### config.mk
export PLATFORM = sky130hd
export DESIGN_NAME = spi_sys_top
export DESIGN_NICKNAME = d
export VERILOG_FILES = /design/src/common/spi_pkg.sv /design/src/hdl/spi_cfg_regs.sv /design/src/hdl/spi_sys_top.sv /design/src/spi_master/spi_master.sv
export SDC_FILE = /design/constraint.sdc
export NUM_CORES = 1
export LEC_CHECK = 0
export BUFFER_PORTS_ARGS = -buffer_cell sky130_fd_sc_hd__buf_2
export CORE_MARGIN = 2
export CORE_UTILIZATION = 60
export CTS_CLUSTER_SIZE = 30
export DETAILED_ROUTE_END_ITERATION = 7
export GPL_ROUTABILITY_DRIVEN = 0
export PLACE_DENSITY = 0.86
export SLEW_MARGIN = 20
export SYNTH_ARGS = -nofsm -noshare
export SYNTH_HDL_FRONTEND = slang
export SYNTH_SLANG_ARGS = --single-unit
### constraint.sdc
create_clock -name clk -period 7.46 [get_ports clk]
set_input_delay 1.492 -clock clk [delete_from_list [all_inputs] [get_ports clk]]
set_output_delay 1.492 -clock clk [all_outputs]
set_load 0.005 [all_outputs]
### src/common/spi_pkg.sv
`default_nettype none

package spi_pkg;

  // Command word layout of the register device.
  localparam int CMD_WIDTH  = 12;
  localparam int READ_WIDTH = 8;
  localparam int HDR_BITS   = 4;  // Write flag plus 3-bit address.

  localparam int BIT_CNT_W  = $clog2(CMD_WIDTH);

  // Configuration register width and reset values.
  localparam int CFG_DW = 8;
  localparam logic [CFG_DW-1:0] CLK_DIV_RST  = 8'd4;
  localparam logic [CFG_DW-1:0] READ_GAP_RST = 8'd8;

  // Master sequencing states.
  typedef enum logic [2:0] {
    IDLE    = 3'd0,
    W_SHIFT = 3'd1,
    W_DONE  = 3'd2,
    R_HDR   = 3'd3,
    R_GAP   = 3'd4,
    R_SHIFT = 3'd5,
    R_DONE  = 3'd6
  } spi_state_e;

  // Host view of the configuration block.
  typedef enum logic [1:0] {
    CFG_CLK_DIV  = 2'd0,
    CFG_READ_GAP = 2'd1,
    CFG_XFER_CNT = 2'd2
  } cfg_addr_e;

endpackage

`default_nettype wire

### src/hdl/spi_cfg_regs.sv
`timescale 1ns/100ps
`default_nettype none

module spi_cfg_regs (
  input  logic                       clk,
  input  logic                       rst_n,
  input  logic                       cfg_wr,
  input  spi_pkg::cfg_addr_e         cfg_addr,
  input  logic [spi_pkg::CFG_DW-1:0] cfg_wdata,
  output logic [spi_pkg::CFG_DW-1:0] cfg_rdata,
  input  logic                       xfer_done,
  output logic [spi_pkg::CFG_DW-1:0] clk_div,
  output logic [spi_pkg::CFG_DW-1:0] read_gap
);

  import spi_pkg::*;

  logic [CFG_DW-1:0] xfer_cnt;

  always_ff @(posedge clk or negedge rst_n)
  begin
    if (!rst_n)
    begin
      clk_div  <= CLK_DIV_RST;
      read_gap <= READ_GAP_RST;
    end
    else if (cfg_wr)
    begin
      case (cfg_addr)
        CFG_CLK_DIV:
        begin
          // A divider of zero would stall the master.
          clk_div <= (cfg_wdata == '0) ? 8'd1 : cfg_wdata;
        end
        CFG_READ_GAP: read_gap <= cfg_wdata;
        default: ;
      endcase
    end
  end

  always_ff @(posedge clk or negedge rst_n)
  begin
    if (!rst_n)
    begin
      xfer_cnt <= '0;
    end
    else if (cfg_wr && cfg_addr == CFG_XFER_CNT)
    begin
      xfer_cnt <= '0;  // Any write clears.
    end
    else if (xfer_done && xfer_cnt != 8'hff)
    begin
      xfer_cnt <= xfer_cnt + 8'd1;
    end
  end

  always_comb
  begin
    case (cfg_addr)
      CFG_CLK_DIV:  cfg_rdata = clk_div;
      CFG_READ_GAP: cfg_rdata = read_gap;
      CFG_XFER_CNT: cfg_rdata = xfer_cnt;
      default:      cfg_rdata = '0;
    endcase
  end

endmodule

`default_nettype wire

### src/hdl/spi_sys_top.sv
`timescale 1ns/100ps
`default_nettype none

module spi_sys_top (
  input  logic                           clk,
  input  logic                           rst_n,
  input  logic [spi_pkg::CMD_WIDTH-1:0]  cmd_in,
  input  logic                           cmd_vld,
  output logic                           cmd_rdy,
  output logic [spi_pkg::READ_WIDTH-1:0] read_data,
  output logic                           read_vld,
  input  logic                           cfg_wr,
  input  spi_pkg::cfg_addr_e             cfg_addr,
  input  logic [spi_pkg::CFG_DW-1:0]     cfg_wdata,
  output logic [spi_pkg::CFG_DW-1:0]     cfg_rdata,
  output logic                           sclk,
  output logic                           cs,
  output logic                           mosi,
  input  logic                           miso
);

  import spi_pkg::*;

  logic [CFG_DW-1:0] clk_div;
  logic [CFG_DW-1:0] read_gap;
  logic              xfer_done;

  spi_cfg_regs u_cfg (
    .clk       (clk),
    .rst_n     (rst_n),
    .cfg_wr    (cfg_wr),
    .cfg_addr  (cfg_addr),
    .cfg_wdata (cfg_wdata),
    .cfg_rdata (cfg_rdata),
    .xfer_done (xfer_done),
    .clk_div   (clk_div),
    .read_gap  (read_gap)
  );

  spi_master u_master (
    .clk       (clk),
    .rst_n     (rst_n),
    .cmd_in    (cmd_in),
    .cmd_vld   (cmd_vld),
    .cmd_rdy   (cmd_rdy),
    .read_data (read_data),
    .read_vld  (read_vld),
    .clk_div   (clk_div),
    .read_gap  (read_gap),
    .xfer_done (xfer_done),
    .sclk      (sclk),
    .cs        (cs),
    .mosi      (mosi),
    .miso      (miso)
  );

endmodule

`default_nettype wire

### src/spi_master/spi_master.sv
`timescale 1ns/100ps
`default_nettype none

module spi_master (
  input  logic                           clk,
  input  logic                           rst_n,
  input  logic [spi_pkg::CMD_WIDTH-1:0]  cmd_in,
  input  logic                           cmd_vld,
  output logic                           cmd_rdy,
  output logic [spi_pkg::READ_WIDTH-1:0] read_data,
  output logic                           read_vld,
  input  logic [spi_pkg::CFG_DW-1:0]     clk_div,
  input  logic [spi_pkg::CFG_DW-1:0]     read_gap,
  output logic                           xfer_done,
  output logic                           sclk,
  output logic                           cs,
  output logic                           mosi,
  input  logic                           miso
);

  import spi_pkg::*;

  spi_state_e state;

  logic [CMD_WIDTH-1:0]  tx_sh;
  logic [READ_WIDTH-1:0] rx_sh;
  logic [CFG_DW-1:0]     div_q;
  logic [CFG_DW-1:0]     gap_q;
  logic [CFG_DW-1:0]     phase;
  logic [CFG_DW-1:0]     gap_cnt;
  logic [BIT_CNT_W-1:0]  bit_cnt;
  logic [BIT_CNT_W-1:0]  bit_last;

  logic accept;
  logic shifting;
  logic half_end;
  logic rise;
  logic fall;

  assign accept   = cmd_vld && cmd_rdy;
  assign shifting = (state == W_SHIFT) || (state == R_HDR) || (state == R_SHIFT);
  assign half_end = (phase == div_q - 8'd1);
  assign rise     = shifting && half_end && !sclk;
  assign fall     = shifting && half_end && sclk;

  // Index of the final bit in the current shift phase.
  always_comb
  begin
    case (state)
      W_SHIFT: bit_last = BIT_CNT_W'(CMD_WIDTH - 1);
      R_HDR:   bit_last = BIT_CNT_W'(HDR_BITS - 1);
      default: bit_last = BIT_CNT_W'(READ_WIDTH - 1);
    endcase
  end

  always_ff @(posedge clk or negedge rst_n)
  begin
    if (!rst_n)
    begin
      state     <= IDLE;
      cmd_rdy   <= 1'b1;
      cs        <= 1'b1;
      sclk      <= 1'b0;
      mosi      <= 1'b0;
      read_vld  <= 1'b0;
      xfer_done <= 1'b0;
      phase     <= '0;
      bit_cnt   <= '0;
      gap_cnt   <= '0;
    end
    else
    begin
      read_vld  <= 1'b0;
      xfer_done <= 1'b0;
      case (state)
        IDLE:
        begin
          if (accept)
          begin
            state   <= cmd_in[CMD_WIDTH-1] ? W_SHIFT : R_HDR;  // Write flag.
            cmd_rdy <= 1'b0;
            cs      <= 1'b0;
            mosi    <= cmd_in[CMD_WIDTH-1];
            phase   <= '0;
            bit_cnt <= '0;
          end
        end
        W_SHIFT, R_HDR, R_SHIFT:
        begin
          if (half_end)
          begin
            phase <= '0;
            sclk  <= ~sclk;
            if (sclk)
            begin
              // Falling edge closes one bit.
              if (state != R_SHIFT)
              begin
                mosi <= (bit_cnt == bit_last) ? 1'b0 : tx_sh[CMD_WIDTH-2];
              end
              if (bit_cnt == bit_last)
              begin
                bit_cnt <= '0;
                case (state)
                  W_SHIFT: state <= W_DONE;
                  R_HDR:
                  begin
                    state   <= R_GAP;
                    cs      <= 1'b1;
                    gap_cnt <= '0;
                  end
                  default: state <= R_DONE;
                endcase
              end
              else
              begin
                bit_cnt <= bit_cnt + 1'b1;
              end
            end
          end
          else
          begin
            phase <= phase + 8'd1;
          end
        end
        R_GAP:
        begin
          if (gap_cnt + 8'd1 >= gap_q)
          begin
            state <= R_SHIFT;
            cs    <= 1'b0;
          end
          else
          begin
            gap_cnt <= gap_cnt + 8'd1;
          end
        end
        W_DONE, R_DONE:
        begin
          state     <= IDLE;
          cs        <= 1'b1;
          cmd_rdy   <= 1'b1;
          xfer_done <= 1'b1;
          read_vld  <= (state == R_DONE);
        end
        default: state <= IDLE;
      endcase
    end
  end

  // Command and timing captured at acceptance, shift data follows sclk.
  always_ff @(posedge clk)
  begin
    if (accept)
    begin
      tx_sh <= cmd_in;
      div_q <= clk_div;
      gap_q <= read_gap;
    end
    else if (fall)
    begin
      tx_sh <= {tx_sh[CMD_WIDTH-2:0], 1'b0};
    end

    if (rise && state == R_SHIFT)
    begin
      rx_sh <= {rx_sh[READ_WIDTH-2:0], miso};  // Mode 0 sample point.
    end

    if (state == R_DONE)
    begin
      read_data <= rx_sh;
    end
  end

endmodule

`default_nettype wire

======== After elaboration in Yosys (flattened, before gate mapping) ========
Index checks and enable logic that the tools add are counted.
cells by class
  magnitude comparators ................... 1
  $add $sub $neg .......................... 5
  eq/ne operators ......................... 20
  reduce and logical (&&, ||, !) cells .... 31
  muxes and demuxes ....................... 45
  bitwise gates (word level) .............. 1
operator list
  cell                                                  count
  two-way mux 8 bit                                     10
  case mux 8 bit (2 select lines)                       2
  adder 8 x 1 -> 8 bit (second input constant)          3
  case mux 8 bit (3 select lines)                       1
  two-way mux 11 bit                                    2
  two-way mux 4 bit                                     4
  case mux 4 bit (2 select lines)                       2
  two-way mux 3 bit                                     5
  != test 2 x 1 -> 1 bit (second input constant)        7
  two-way mux 1 bit                                     13
  AND reduction 2 bit                                   5
  AND reduction 5 bit                                   2
  nonzero test 2 bit                                    5
  equality test 3 bit (second input constant)           3
  case mux 3 bit (3 select lines)                       1
  equality test 8 bit                                   1
  >= comparator 8 bit                                   1
  zero test 8 bit                                       1
  != test 8 bit (second input constant)                 1
  subtractor 8 x 1 -> 8 bit (second input constant)     1
  logical AND 1 bit                                     7
  AND reduction 7 bit                                   1
  equality test 3 x 2 -> 1 bit (second input constant)  2
  case mux 3 bit (2 select lines)                       1
  20 further kinds                                      22
word-level totals
  register bits after elaboration ......... 96
  output and inout bits ................... 21
  logic and storage cells ................. 121
  input port bits ......................... 27

======== Depth between registers and ports, before layout ========
Gate-level depths: netlist of the first run.
  word-level depth ........................ 8
  gate-level depth with buffers ........... 10
  mapped depth without buffers ............ 10

======== Cells and area by module ========
From an unflattened synthesis of the first run, not the netlist that was laid out.
unflattened totals
  cells, all modules ...................... 410
  area total of the unflattened synthesis .. 4749.6 um^2
by module, submodules not included
  module        sequential area each (um^2)  area each (um^2)  times used  cells an instance
  spi_master    2019.4                       3492.1            1           294
  spi_cfg_regs  603.1                        1257.5            1           116

======== Worst setup path before layout of the first run ========
OpenSTA, ideal clock, no wires.
  path kind ............................... input port to output port
  start point ............................. input port cfg_addr[0]
  end point ............................... output port cfg_rdata[0] (netlist name)
  required time ........................... 5.968 ns
  setup slack ............................. 3.764 ns
  arrival ................................. 2.204 ns
  buffers on the path ..................... 1
  stages on the path ...................... 3
  path through ............................ clkbuf_1 -> mux2i_1 -> o21ai_0
on the way
  cells in the longest elaborated chain, start to end .. 2
  elaborated cells on any way between the ends .. 4
  classes of those cells .................. eq/ne: 2; mux: 1; reduce/logical: 1
RTL lines
  item                                               RTL line            RTL
  from (decl)                                        spi_sys_top.sv:13   input spi_pkg::cfg_addr_e cfg_addr,
  equality test 2 bit, or another cell as far along  spi_cfg_regs.sv:59  case (cfg_addr)
  case mux 8 bit (3 select lines) *                  spi_cfg_regs.sv:59
  to (decl)                                          spi_sys_top.sv:15   output logic [spi_pkg::CFG_DW-1:0] cfg_rdata,
Every way passes the cells marked *; elsewhere a longest branch is shown, timed or not.

======== Final worst setup path of the first run ========
  start point ............................. input port cfg_addr[0]
  end point ............................... output port cfg_rdata[4] (netlist name)
Same word-level chain as after synthesis.

==> results.yml, run 1 <==
outcome:
  status: "completed"
grt:
  grt_start_max_net_pins: 54
  grt.total_usage: 0.223
  antenna_found_initial: 0
  grt_pass1_wl_um: 14700
  gr-total-overflow: 0
  grt_pass1_vias: 3123
hold_path:
  min_from: "u_master.rx_sh[7]"
  min_path_cells: 0
  holdCritPathClass: "reg -> reg"
  min_to: "u_master.read_data[7]"
setup_path:
  r2r-start: "u_master.div_q[2]"
  worstSetupStartpoint: "cfg_addr[0]"
  crit_required_ns: 5.97
  crit_fanout: 11
  crit_type: "in -> out"
  endpoint_kind: "output pin"
  r2r_slack_ns: 4.07
  arrival_ns: 2.47
  rr_worst_depth: 6
  r2r_end: "u_master.tx_sh[10]"
  cp-start-kind: "input pin"
pwr:
  seq_power_share: 0.523
  pwr-share-clk: 0.222
  cellPowerDensity_nw_per_um2: 281
  p_int_uw: 980
  p_leak_uw: 0.00223
  ir_drop_mv: 0.138
  combPwrFrac: 0.255
  p_sw_uw: 474
  switching_share: 0.326
sta:
  fmax_ghz: 0.253
  setup_viol: 0
  worst_slew_pin_slew_ns: 0.734
  relSlewSlack: 0.506
  hold_viol: 0
  final.setup.worst_slack_ns: 3.50
  fin_skew_ns: 0.0137
  fin_crit_sh: 0.530
  rsz0062_at_grt: "no"
  fin_crit_ns: 3.96
  hold_ws_ns: 0.440
  setup_tns_ns: 0
  drv_slew: 0
cts:
  htreeDepth: 3
  cts_buffers: 9
  postCtsSetupBuffers: 0
  hold_buffers: 0
  cts_resized: 0
  clkLatencyLatePin_ns: 0.36
  cts.sinks: 96
  path_clk_slew_ns: 0.08
  cts_buffer_depth: 2
  cts_root_buffer: "clkbuf_8"
  cts_tree: "done"
layout:
  area_growth_pct: 11.2
  largest_reg_flops: 11
  nNetsFinal: 487
  n_fill_cell: 580
  diodes: 0
  drive_gt1_frac: 0.219
  fin_area_um2: 5170
  final_cells: 554
  largest_register: "u_master.tx_sh"
yosys:
  synth.area.top_cells: "edfxtp_1 (28%), dfrtp_1 (26%), mux2_2 (6.3%)"
  synth-simple-area-share: 0.127
  ys_seq_area_frac: 0.564
  synth_xor_area_frac: 0.0452
  synth-main-ff-cell: "dfrtp_1"
  netlist_area_um2: 4650
  avgSynthCellArea_um2: 11.7
  muxShareOfSynthArea: 0.0823
  synthDistinctLibCells: 54
  synth-adder-area-share: 0.0350
  async_flop_share: 0.552
  yosysTopAreaCellShare: 0.278
  ys_ff_latch: 96
  synth_compound_area_frac: 0.115
  yosysWarnings: 0
  synth_edf_count: 43
  synth_top_family_by_area: "simple AND/OR/NAND/NOR gates"
  syn_nets: 439
  syn_inst: 399
  yosys.area.top_type: "edfxtp_1"
detailed_routing:
  wirelength_um: 8680
  post-route-drc-count: 0
  dr_total_vias: 3179
  drtIter0Drc: 189
  antenna_left: 0
  firstDrtPassIters: 5
  routed_via_density: 5.74
  wl_per_cell_um: 15.7
job:
  max_cap_violations: 0
die:
  fp.dieArea_um2: 8470
  core_um2: 7610
  die_w_um: 92.0
  start_util: 0.611
  ios: 48
  row_count: 32
  die_h_um: 92.0
placed_design:
  hpwl_um: 6260
  placed_cells: 538
  dp_slack_ns: 3.51
  portBuffers: 47
  place_area_um2: 4970
==> through the flow <==
step,utilization,total power (µW)
floorplan,-,1020
global placement,0.654,1120
detailed placement,0.654,1140
CTS,0.679,1460
global route,0.680,1550
finish,0.680,1450
==> kinds of logic (layout without fill, tap and decap cells) <==
family | Yosys count | count (layout)
multiplexers | 35 | 35
XOR/XNOR | 24 | 24
buffers and inverters | 38 | 91
AND/OR/NAND/NOR | 115 | 115
flip-flops | 96 | 96
AO/OA/AOI/OAI | 78 | 78
adder cells (fa/ha/maj) | 13 | 13
==> cells in the final DEF, fill, tap and decap left out, types with 2 or more instances in the layout <==
| master | count |
|---|---|
| dfrtp_1 | 49 |
| buf_2 | 47 |
| edfxtp_1 | 43 |
| nand2_1 | 32 |
| o21ai_0 | 28 |
| inv_1 | 27 |
| mux2_2 | 26 |
| nor2_1 | 22 |
| xnor2_1 | 14 |
| ha_1 | 13 |
| and3_1 | 12 |
| xor2_1 | 10 |
| mux2i_1 | 9 |
| clkbuf_8 | 9 |
| nand3_1 | 8 |
| nor3_1 | 8 |
| a21oi_1 | 7 |
| a21o_1 | 6 |
| nand2b_1 | 5 |
| nor3b_1 | 5 |
| a31oi_1 | 4 |
| o211ai_1 | 4 |
| dfstp_2 | 4 |
| nor2b_1 | 3 |
| or3_1 | 3 |
| nor4_1 | 3 |
| o21a_1 | 3 |
| a22o_1 | 3 |
| a22oi_1 | 3 |
| nand4_1 | 3 |
| nor3_2 | 2 |
| and2_1 | 2 |
| a221oi_1 | 2 |
| nor4b_1 | 2 |
| o31ai_1 | 2 |
| o2bb2ai_1 | 2 |
| a32o_1 | 2 |
| clkinv_2 | 2 |
==> worst max-delay path, cell delays in order <==
cell,delay (ns)
buf_2,0.19
nor2b_1,0.43
nand2_1,0.11
o21ai_0,0.10
buf_2,0.14
==> synth_stat cells, drive strengths merged, types with 4 or more instances <==
cell type,instances
o21ai,29
nor3,10
xnor2,14
dfstp,4
inv,27
a31oi,4
o211ai,4
edfxtp,43
xor2,10
a21oi,7
mux2,26
clkbuf,8
nand2,32
and3,12
nor3b,6
nor2,22
nand3,8
dfrtp,49
a21o,6
ha,13
mux2i,9
nand2b,5
==> layer usage <==
metal / part of all wire / vias to the layer above / GRT usage
met5: 0 / - / 0
met4: 0.012 / 0 / 0.0821
met3: 0.037 / 12 / 0.0468
met2: 0.51 / 81 / 0.373
met1: 0.44 / 1543 / 0.288
li1: - / 1543 / -
==> layout make-up <==
cell class,count,area [µm²],area share
Sequential cell,96,2620,0.507
Timing Repair Buffer,48,243,0.0469
Tap cell,102,128,0.0247
Multi-Input combinational cell,265,1890,0.366
Clock buffer,10,128,0.0247
Clock inverter,6,60.1,0.0116
Inverter,27,101,0.0196
==> power by group through the flow <==
| stage | clock network, µW | registers (µW) | logic [µW] |
|---|---|---|---|
| detailed placement | 0 | 769 | 367 |
| finish | 323 | 761 | 371 |
| global placement | 0 | 766 | 350 |
| floorplan | 0 | 721 | 302 |
| CTS | 330 | 759 | 371 |
| global route | 353 | 773 | 420 |
==> how the worst max path moves through the flow <==
stage / endpoint / cells past startpoint
6_report: cfg_rdata[4] / 5
5_1_grt: cfg_rdata[1] / 5
4_1_cts: cfg_rdata[4] / 5
3_5_place_dp: cfg_rdata[4] / 5
3_3_place_gp: cfg_rdata[3] / 5
2_1_floorplan: cfg_rdata[0] / 3
(Power assumes the default switching activity.)
==> run 2, diff against run 1 <==
--- a/config.mk
+++ b/config.mk
@@ -7,11 +7,11 @@
 export LEC_CHECK = 0
 export BUFFER_PORTS_ARGS = -buffer_cell sky130_fd_sc_hd__buf_2
 export CORE_MARGIN = 2
-export CORE_UTILIZATION = 60
+export CORE_UTILIZATION = 59
 export CTS_CLUSTER_SIZE = 30
 export DETAILED_ROUTE_END_ITERATION = 7
 export GPL_ROUTABILITY_DRIVEN = 0
-export PLACE_DENSITY = 0.86
+export PLACE_DENSITY = 0.85
 export SLEW_MARGIN = 20
 export SYNTH_ARGS = -nofsm -noshare
 export SYNTH_HDL_FRONTEND = slang
==> constraint.sdc (replaced) <==
create_clock -name clk -period 3.8 [get_ports clk]
set_input_delay 0.76 -clock clk [delete_from_list [all_inputs] [get_ports clk]]
set_output_delay 0.76 -clock clk [all_outputs]
set_load 0.005 [all_outputs]
==> results.yml, run 2 (same netlist as run 1, synthesis figures left out) <==
placed_design:
  hpwl_um: 6690
  portBuffers: 47
  dp_slack_ns: 0.567
grt:
  met1_usage: 0.286
  grt_pass1_wl_um: 15000
  grt_start_max_net_pins: 35
  use_met3: 0.0391
  grt_busiest_layer: "met2"
  use_met2: 0.383
  antenna_found_initial: 0
  grt.total_usage: 0.226
  gr-total-overflow: 0
  grt_pass1_vias: 3171
job:
  max_cap_violations: 0
setup_path:
  endpoint_kind: "register"
  worstPathCellList: "or4_4 > or3_1 > a2111o_1 > nor4_1 > nand2_1 > nand2_1"
  crit_top_cell: "nand2_1"
  crit_type: "reg -> reg"
  cp-start-kind: "register"
  crit_required_ns: 3.81
  cpPeakStageDelay_ns: 0.58
  arrival_ns: 3.21
  crit_fanout: 11
  cp_top_family: "simple AND/OR/NAND/NOR gates"
  cpMaxStageDelayCell: "or4_4"
  cp_num_buf_inv: 0
cts:
  cts_buffer_depth: 2
  cts_resized: 0
  cts_root_buffer: "clkbuf_8"
  hold_buffers: 0
  clkLatencyLatePin_ns: 0.37
  path_clk_slew_ns: 0.10
  htreeDepth: 3
  cts_tree: "done"
  postCtsSetupBuffers: 0
  cts.sinks: 96
  cts_buffers: 9
detailed_routing:
  dr_total_vias: 3271
  routed_via_density: 5.87
  wirelength_um: 9070
  drtIter0Drc: 185
  wl_per_cell_um: 16.3
  antenna_left: 0
  firstDrtPassIters: 4
  post-route-drc-count: 0
pwr:
  pwr-share-clk: 0.244
  ir_drop_mv: 0.273
  finalPower_uw: 2970
  switching_share: 0.324
  p_int_uw: 2000
  p_sw_uw: 962
  combPwrFrac: 0.254
  seq_power_share: 0.502
  cellPowerDensity_nw_per_um2: 568
  p_leak_uw: 0.00226
sta:
  drv_slew: 0
  rsz0062_at_grt: "no"
  fmax_ghz: 0.313
  fin_crit_ns: 3.20
  setup_tns_ns: 0
  final.setup.worst_slack_ns: 0.603
  hold_viol: 0
  fin_skew_ns: 0.0116
  fin_crit_sh: 0.841
  setup_viol: 0
  worst_slew_pin_slew_ns: 0.795
  relSlewSlack: 0.470
die:
  ios: 48
  row_count: 32
  core_um2: 7690
  start_util: 0.605
  die_h_um: 92.8
  die_w_um: 92.8
  fp.dieArea_um2: 8610
hold_path:
  holdCritPathClass: "reg -> reg"
outcome:
  status: "completed"
layout:
  largest_register: "u_master.tx_sh"
  mostFrequentLayoutCells: "dfrtp_1 (49), buf_2 (47), edfxtp_1 (43), nand2_1 (32), o21ai_0 (28)"
  largest_reg_flops: 11
  nNetsFinal: 490
  drive_gt1_frac: 0.224
  diodes: 0
  layout_commonest_cell: "dfrtp_1"
  area_growth_pct: 12.3
==> run 2: changes by cell type in the layout (fill, tap and decap cells not counted), sizes merged <==
cell      change
bufinv        +1
buf           +3
clkinv        -1
inv           +1
clkinvlp      -1
==> run 2: per-layer routing <==
metal  up-vias  routed length, µm
met5         -                  0
met4         0                217
met3        20                379
met2        91               4590
met1      1606               3890
li1       1554                  -
==> run 2: worst reg2reg max path, stage by stage (launching register included) <==
cell and delay (ns):
edfxtp_1 0.47, or4_4 0.58, or3_1 0.38, a2111o_1 0.51, nor4_1 0.45, nand2_1 0.11, nand2_1 0.36
==> run 2: final timing paths <==
kind | start | endpoint | slack [ns] | depth (start not counted)
min | u_master.rx_sh[7] | u_master.read_data[7] | 0.45 | 0
min in group asynchronous | rst_n | u_master.state[1] | 0.48 | 1
max in group asynchronous | rst_n | u_cfg.clk_div[2] | 2.50 | 2
max | u_master.div_q[2] | u_master.tx_sh[9] | 0.60 | 6
min reg2reg | u_master.rx_sh[7] | u_master.read_data[7] | 0.45 | 0
max reg2reg | u_master.div_q[2] | u_master.tx_sh[9] | 0.60 | 6
==> run 2: through the flow <==
step | utilization | hold slack (ns) | area (µm²) | std cells
4_1_cts | 0.679 | 0.448 | 5220 | 557
5_1_grt | 0.679 | 0.447 | 5220 | 557
2_1_floorplan | - | 0.400 | 4650 | 399
3_5_place_dp | 0.650 | 0.425 | 5000 | 541
3_3_place_gp | 0.650 | 0.401 | 5000 | 541
6_report | 0.679 | 0.448 | 5220 | 557
==> run 2: area by class of cell <==
cell class,count,area (µm²)
Clock buffer,10,128
Sequential cell,96,2620
Multi-Input combinational cell,265,1890
Timing Repair Buffer,51,265
Fill cell,594,2470
Tap cell,102,128
Inverter,27,101
Clock inverter,6,91.3
==> run 2: power by group through the flow <==
stage	sequential (µW)	combinational, µW	clock [µW]
after floorplan	1410	594	0
after global placement	1490	704	0
after detailed placement	1510	751	0
after CTS	1490	756	736
after global routing	1510	836	776
final	1490	753	724
==> run 3, diff against run 2 <==
--- a/config.mk
+++ b/config.mk
@@ -7,11 +7,11 @@
 export LEC_CHECK = 0
 export BUFFER_PORTS_ARGS = -buffer_cell sky130_fd_sc_hd__buf_2
 export CORE_MARGIN = 2
-export CORE_UTILIZATION = 59
+export CORE_UTILIZATION = 53
 export CTS_CLUSTER_SIZE = 30
 export DETAILED_ROUTE_END_ITERATION = 7
 export GPL_ROUTABILITY_DRIVEN = 0
-export PLACE_DENSITY = 0.85
+export PLACE_DENSITY = 0.81
 export SLEW_MARGIN = 20
 export SYNTH_ARGS = -nofsm -noshare
 export SYNTH_HDL_FRONTEND = slang
==> constraint.sdc (replaced) <==
create_clock -name clk -period 2.78 [get_ports clk]
set_input_delay 0.556 -clock clk [delete_from_list [all_inputs] [get_ports clk]]
set_output_delay 0.556 -clock clk [all_outputs]
set_load 0.005 [all_outputs]
==> results.yml, run 3 (same netlist as run 1, synthesis figures left out) <==
outcome:
  status: "completed"
setup_path:
  crit_fanout: 11
  cpMaxStageDelayCell: "or4_4"
  cpPeakStageDelay_ns: 0.56
  crit_required_ns: 3.04
  r2r_slack_ns: 0.04
  cp_num_buf_inv: 1
  cp_top_family: "compound AO/OA/AOI/OAI gates"
  worstPathCellList: "or4_4 > or3_4 > a2111o_1 > o31ai_4 > buf_6 > o21ai_0 > a21o_1"
  crit_type: "reg -> reg"
  endpoint_kind: "register"
  arrival_ns: 3.00
  cp-start-kind: "register"
grt:
  gr-total-overflow: 0
  grt_pass1_wl_um: 15400
  use_met3: 0.0482
  antenna_found_initial: 0
  met1_usage: 0.254
  grt.total_usage: 0.200
  grt_pass1_vias: 3363
  grt_busiest_layer: "met2"
  use_met2: 0.343
  grt_start_max_net_pins: 54
sta:
  worst_slew_pin_slew_ns: 0.801
  setup_viol: 0
  fmax_ghz: 0.365
  fin_crit_sh: 0.986
  setup_tns_ns: 0
  fin_crit_ns: 2.74
  hold_viol: 0
  relSlewSlack: 0.466
  rsz0062_at_grt: "yes"
  drv_slew: 0
  fin_skew_ns: 0.0101
detailed_routing:
  antenna_left: 0
  dr_total_vias: 3245
  wl_per_cell_um: 15.8
  routed_via_density: 5.65
  drtIter0Drc: 109
  wirelength_um: 9080
  firstDrtPassIters: 4
  post-route-drc-count: 0
layout:
  fin_area_um2: 5350
  diodes: 0
  mostFrequentLayoutCells: "dfrtp_1 (48), buf_2 (47), edfxtp_1 (43), nand2_1 (31), o21ai_0 (28)"
  largest_register: "u_master.tx_sh"
  n_fill_cell: 674
  layout_commonest_cell: "dfrtp_1"
  area_growth_pct: 15.1
  largest_reg_flops: 11
  nNetsFinal: 501
  drive_gt1_frac: 0.264
die:
  die_h_um: 97.7
  fp.dieArea_um2: 9540
  die_w_um: 97.7
  ios: 48
  core_um2: 8590
  row_count: 34
  start_util: 0.541
cts:
  cts_root_buffer: "clkbuf_8"
  htreeDepth: 3
  path_clk_slew_ns: 0.10
  cts_buffers: 9
  clkLatencyLatePin_ns: 0.37
  cts_buffer_depth: 2
  cts.sinks: 96
  postCtsSetupBuffers: 0
  cts_tree: "done"
pwr:
  ir_drop_mv: 0.430
  p_sw_uw: 1380
  switching_share: 0.344
  pwr-share-clk: 0.220
  p_int_uw: 2630
  combPwrFrac: 0.276
  cellPowerDensity_nw_per_um2: 749
  p_leak_uw: 0.00231
  finalPower_uw: 4010
  seq_power_share: 0.504
placed_design:
  portBuffers: 47
  place_area_um2: 5120
  hpwl_um: 6540
hold_path:
  holdCritPathClass: "in -> async"
job:
  max_cap_violations: 0
[run 3: area by class of cell]
cell class | instances | area [µm²] | share of cell area
clock buffer | 9 | 124 | 0.0231
multi-input combinational | 265 | 1940 | 0.363
inverter | 27 | 101 | 0.0189
clock inverter | 7 | 61.3 | 0.0115
timing repair buffer | 62 | 364 | 0.0680
tap | 108 | 135 | 0.0253
sequential | 96 | 2620 | 0.490
[run 3: stage by stage]
stage,utilization,cells,worst slack (ns),hold WS (ns)
after floorplan,-,399,0.0242,0.260
after global placement,0.596,558,0.0234,0.402
after detailed placement,0.596,558,-0.0252,0.416
after CTS,0.618,574,-0.00590,0.167
after global routing,0.623,574,-0.0458,0.176
final,0.623,574,0.0387,0.165
[run 3: power groups by stage]
stage          Sequential (µW)  Clock, µW  Combinational [µW]
4_1_cts                   2020        899                1100
3_5_place_dp              2050          0                1080
5_1_grt                   2050        948                1240
3_3_place_gp              2030          0                1040
6_report                  2020        882                1110
2_1_floorplan             1930          0                 821
[run 3: layer usage]
metal | share of wire | vias up | routed length, µm
li1 | - | 1576 | -
met4 | 0.012 | 0 | 108
met3 | 0.035 | 11 | 319
met2 | 0.50 | 57 | 4560
met5 | 0 | - | 0
met1 | 0.45 | 1601 | 4090
[run 3: path summary, 6_finish.rpt]
check,startpoint,end,depth (start not counted)
worst max-delay path,u_master.div_q[2],u_master.phase[4],7
worst min register to register,u_master.rx_sh[7],u_master.read_data[7],0
worst max register to register,u_master.div_q[2],u_master.phase[4],7
min in group clk,miso,u_master.rx_sh[0],1
max in group asynchronous,rst_n,u_master.cmd_rdy,2
worst min-delay path,rst_n,u_cfg.read_gap[0],2
[run 3: what timing repair did]
| item | 4_1_cts | 5_1_grt |
|---|---|---|
| pin swaps | 0 | 2 |
| resized for setup | 2 | 8 |
| endpoints found under the setup margin | 18 | 28 |
| hold buffers | 0 | 0 |
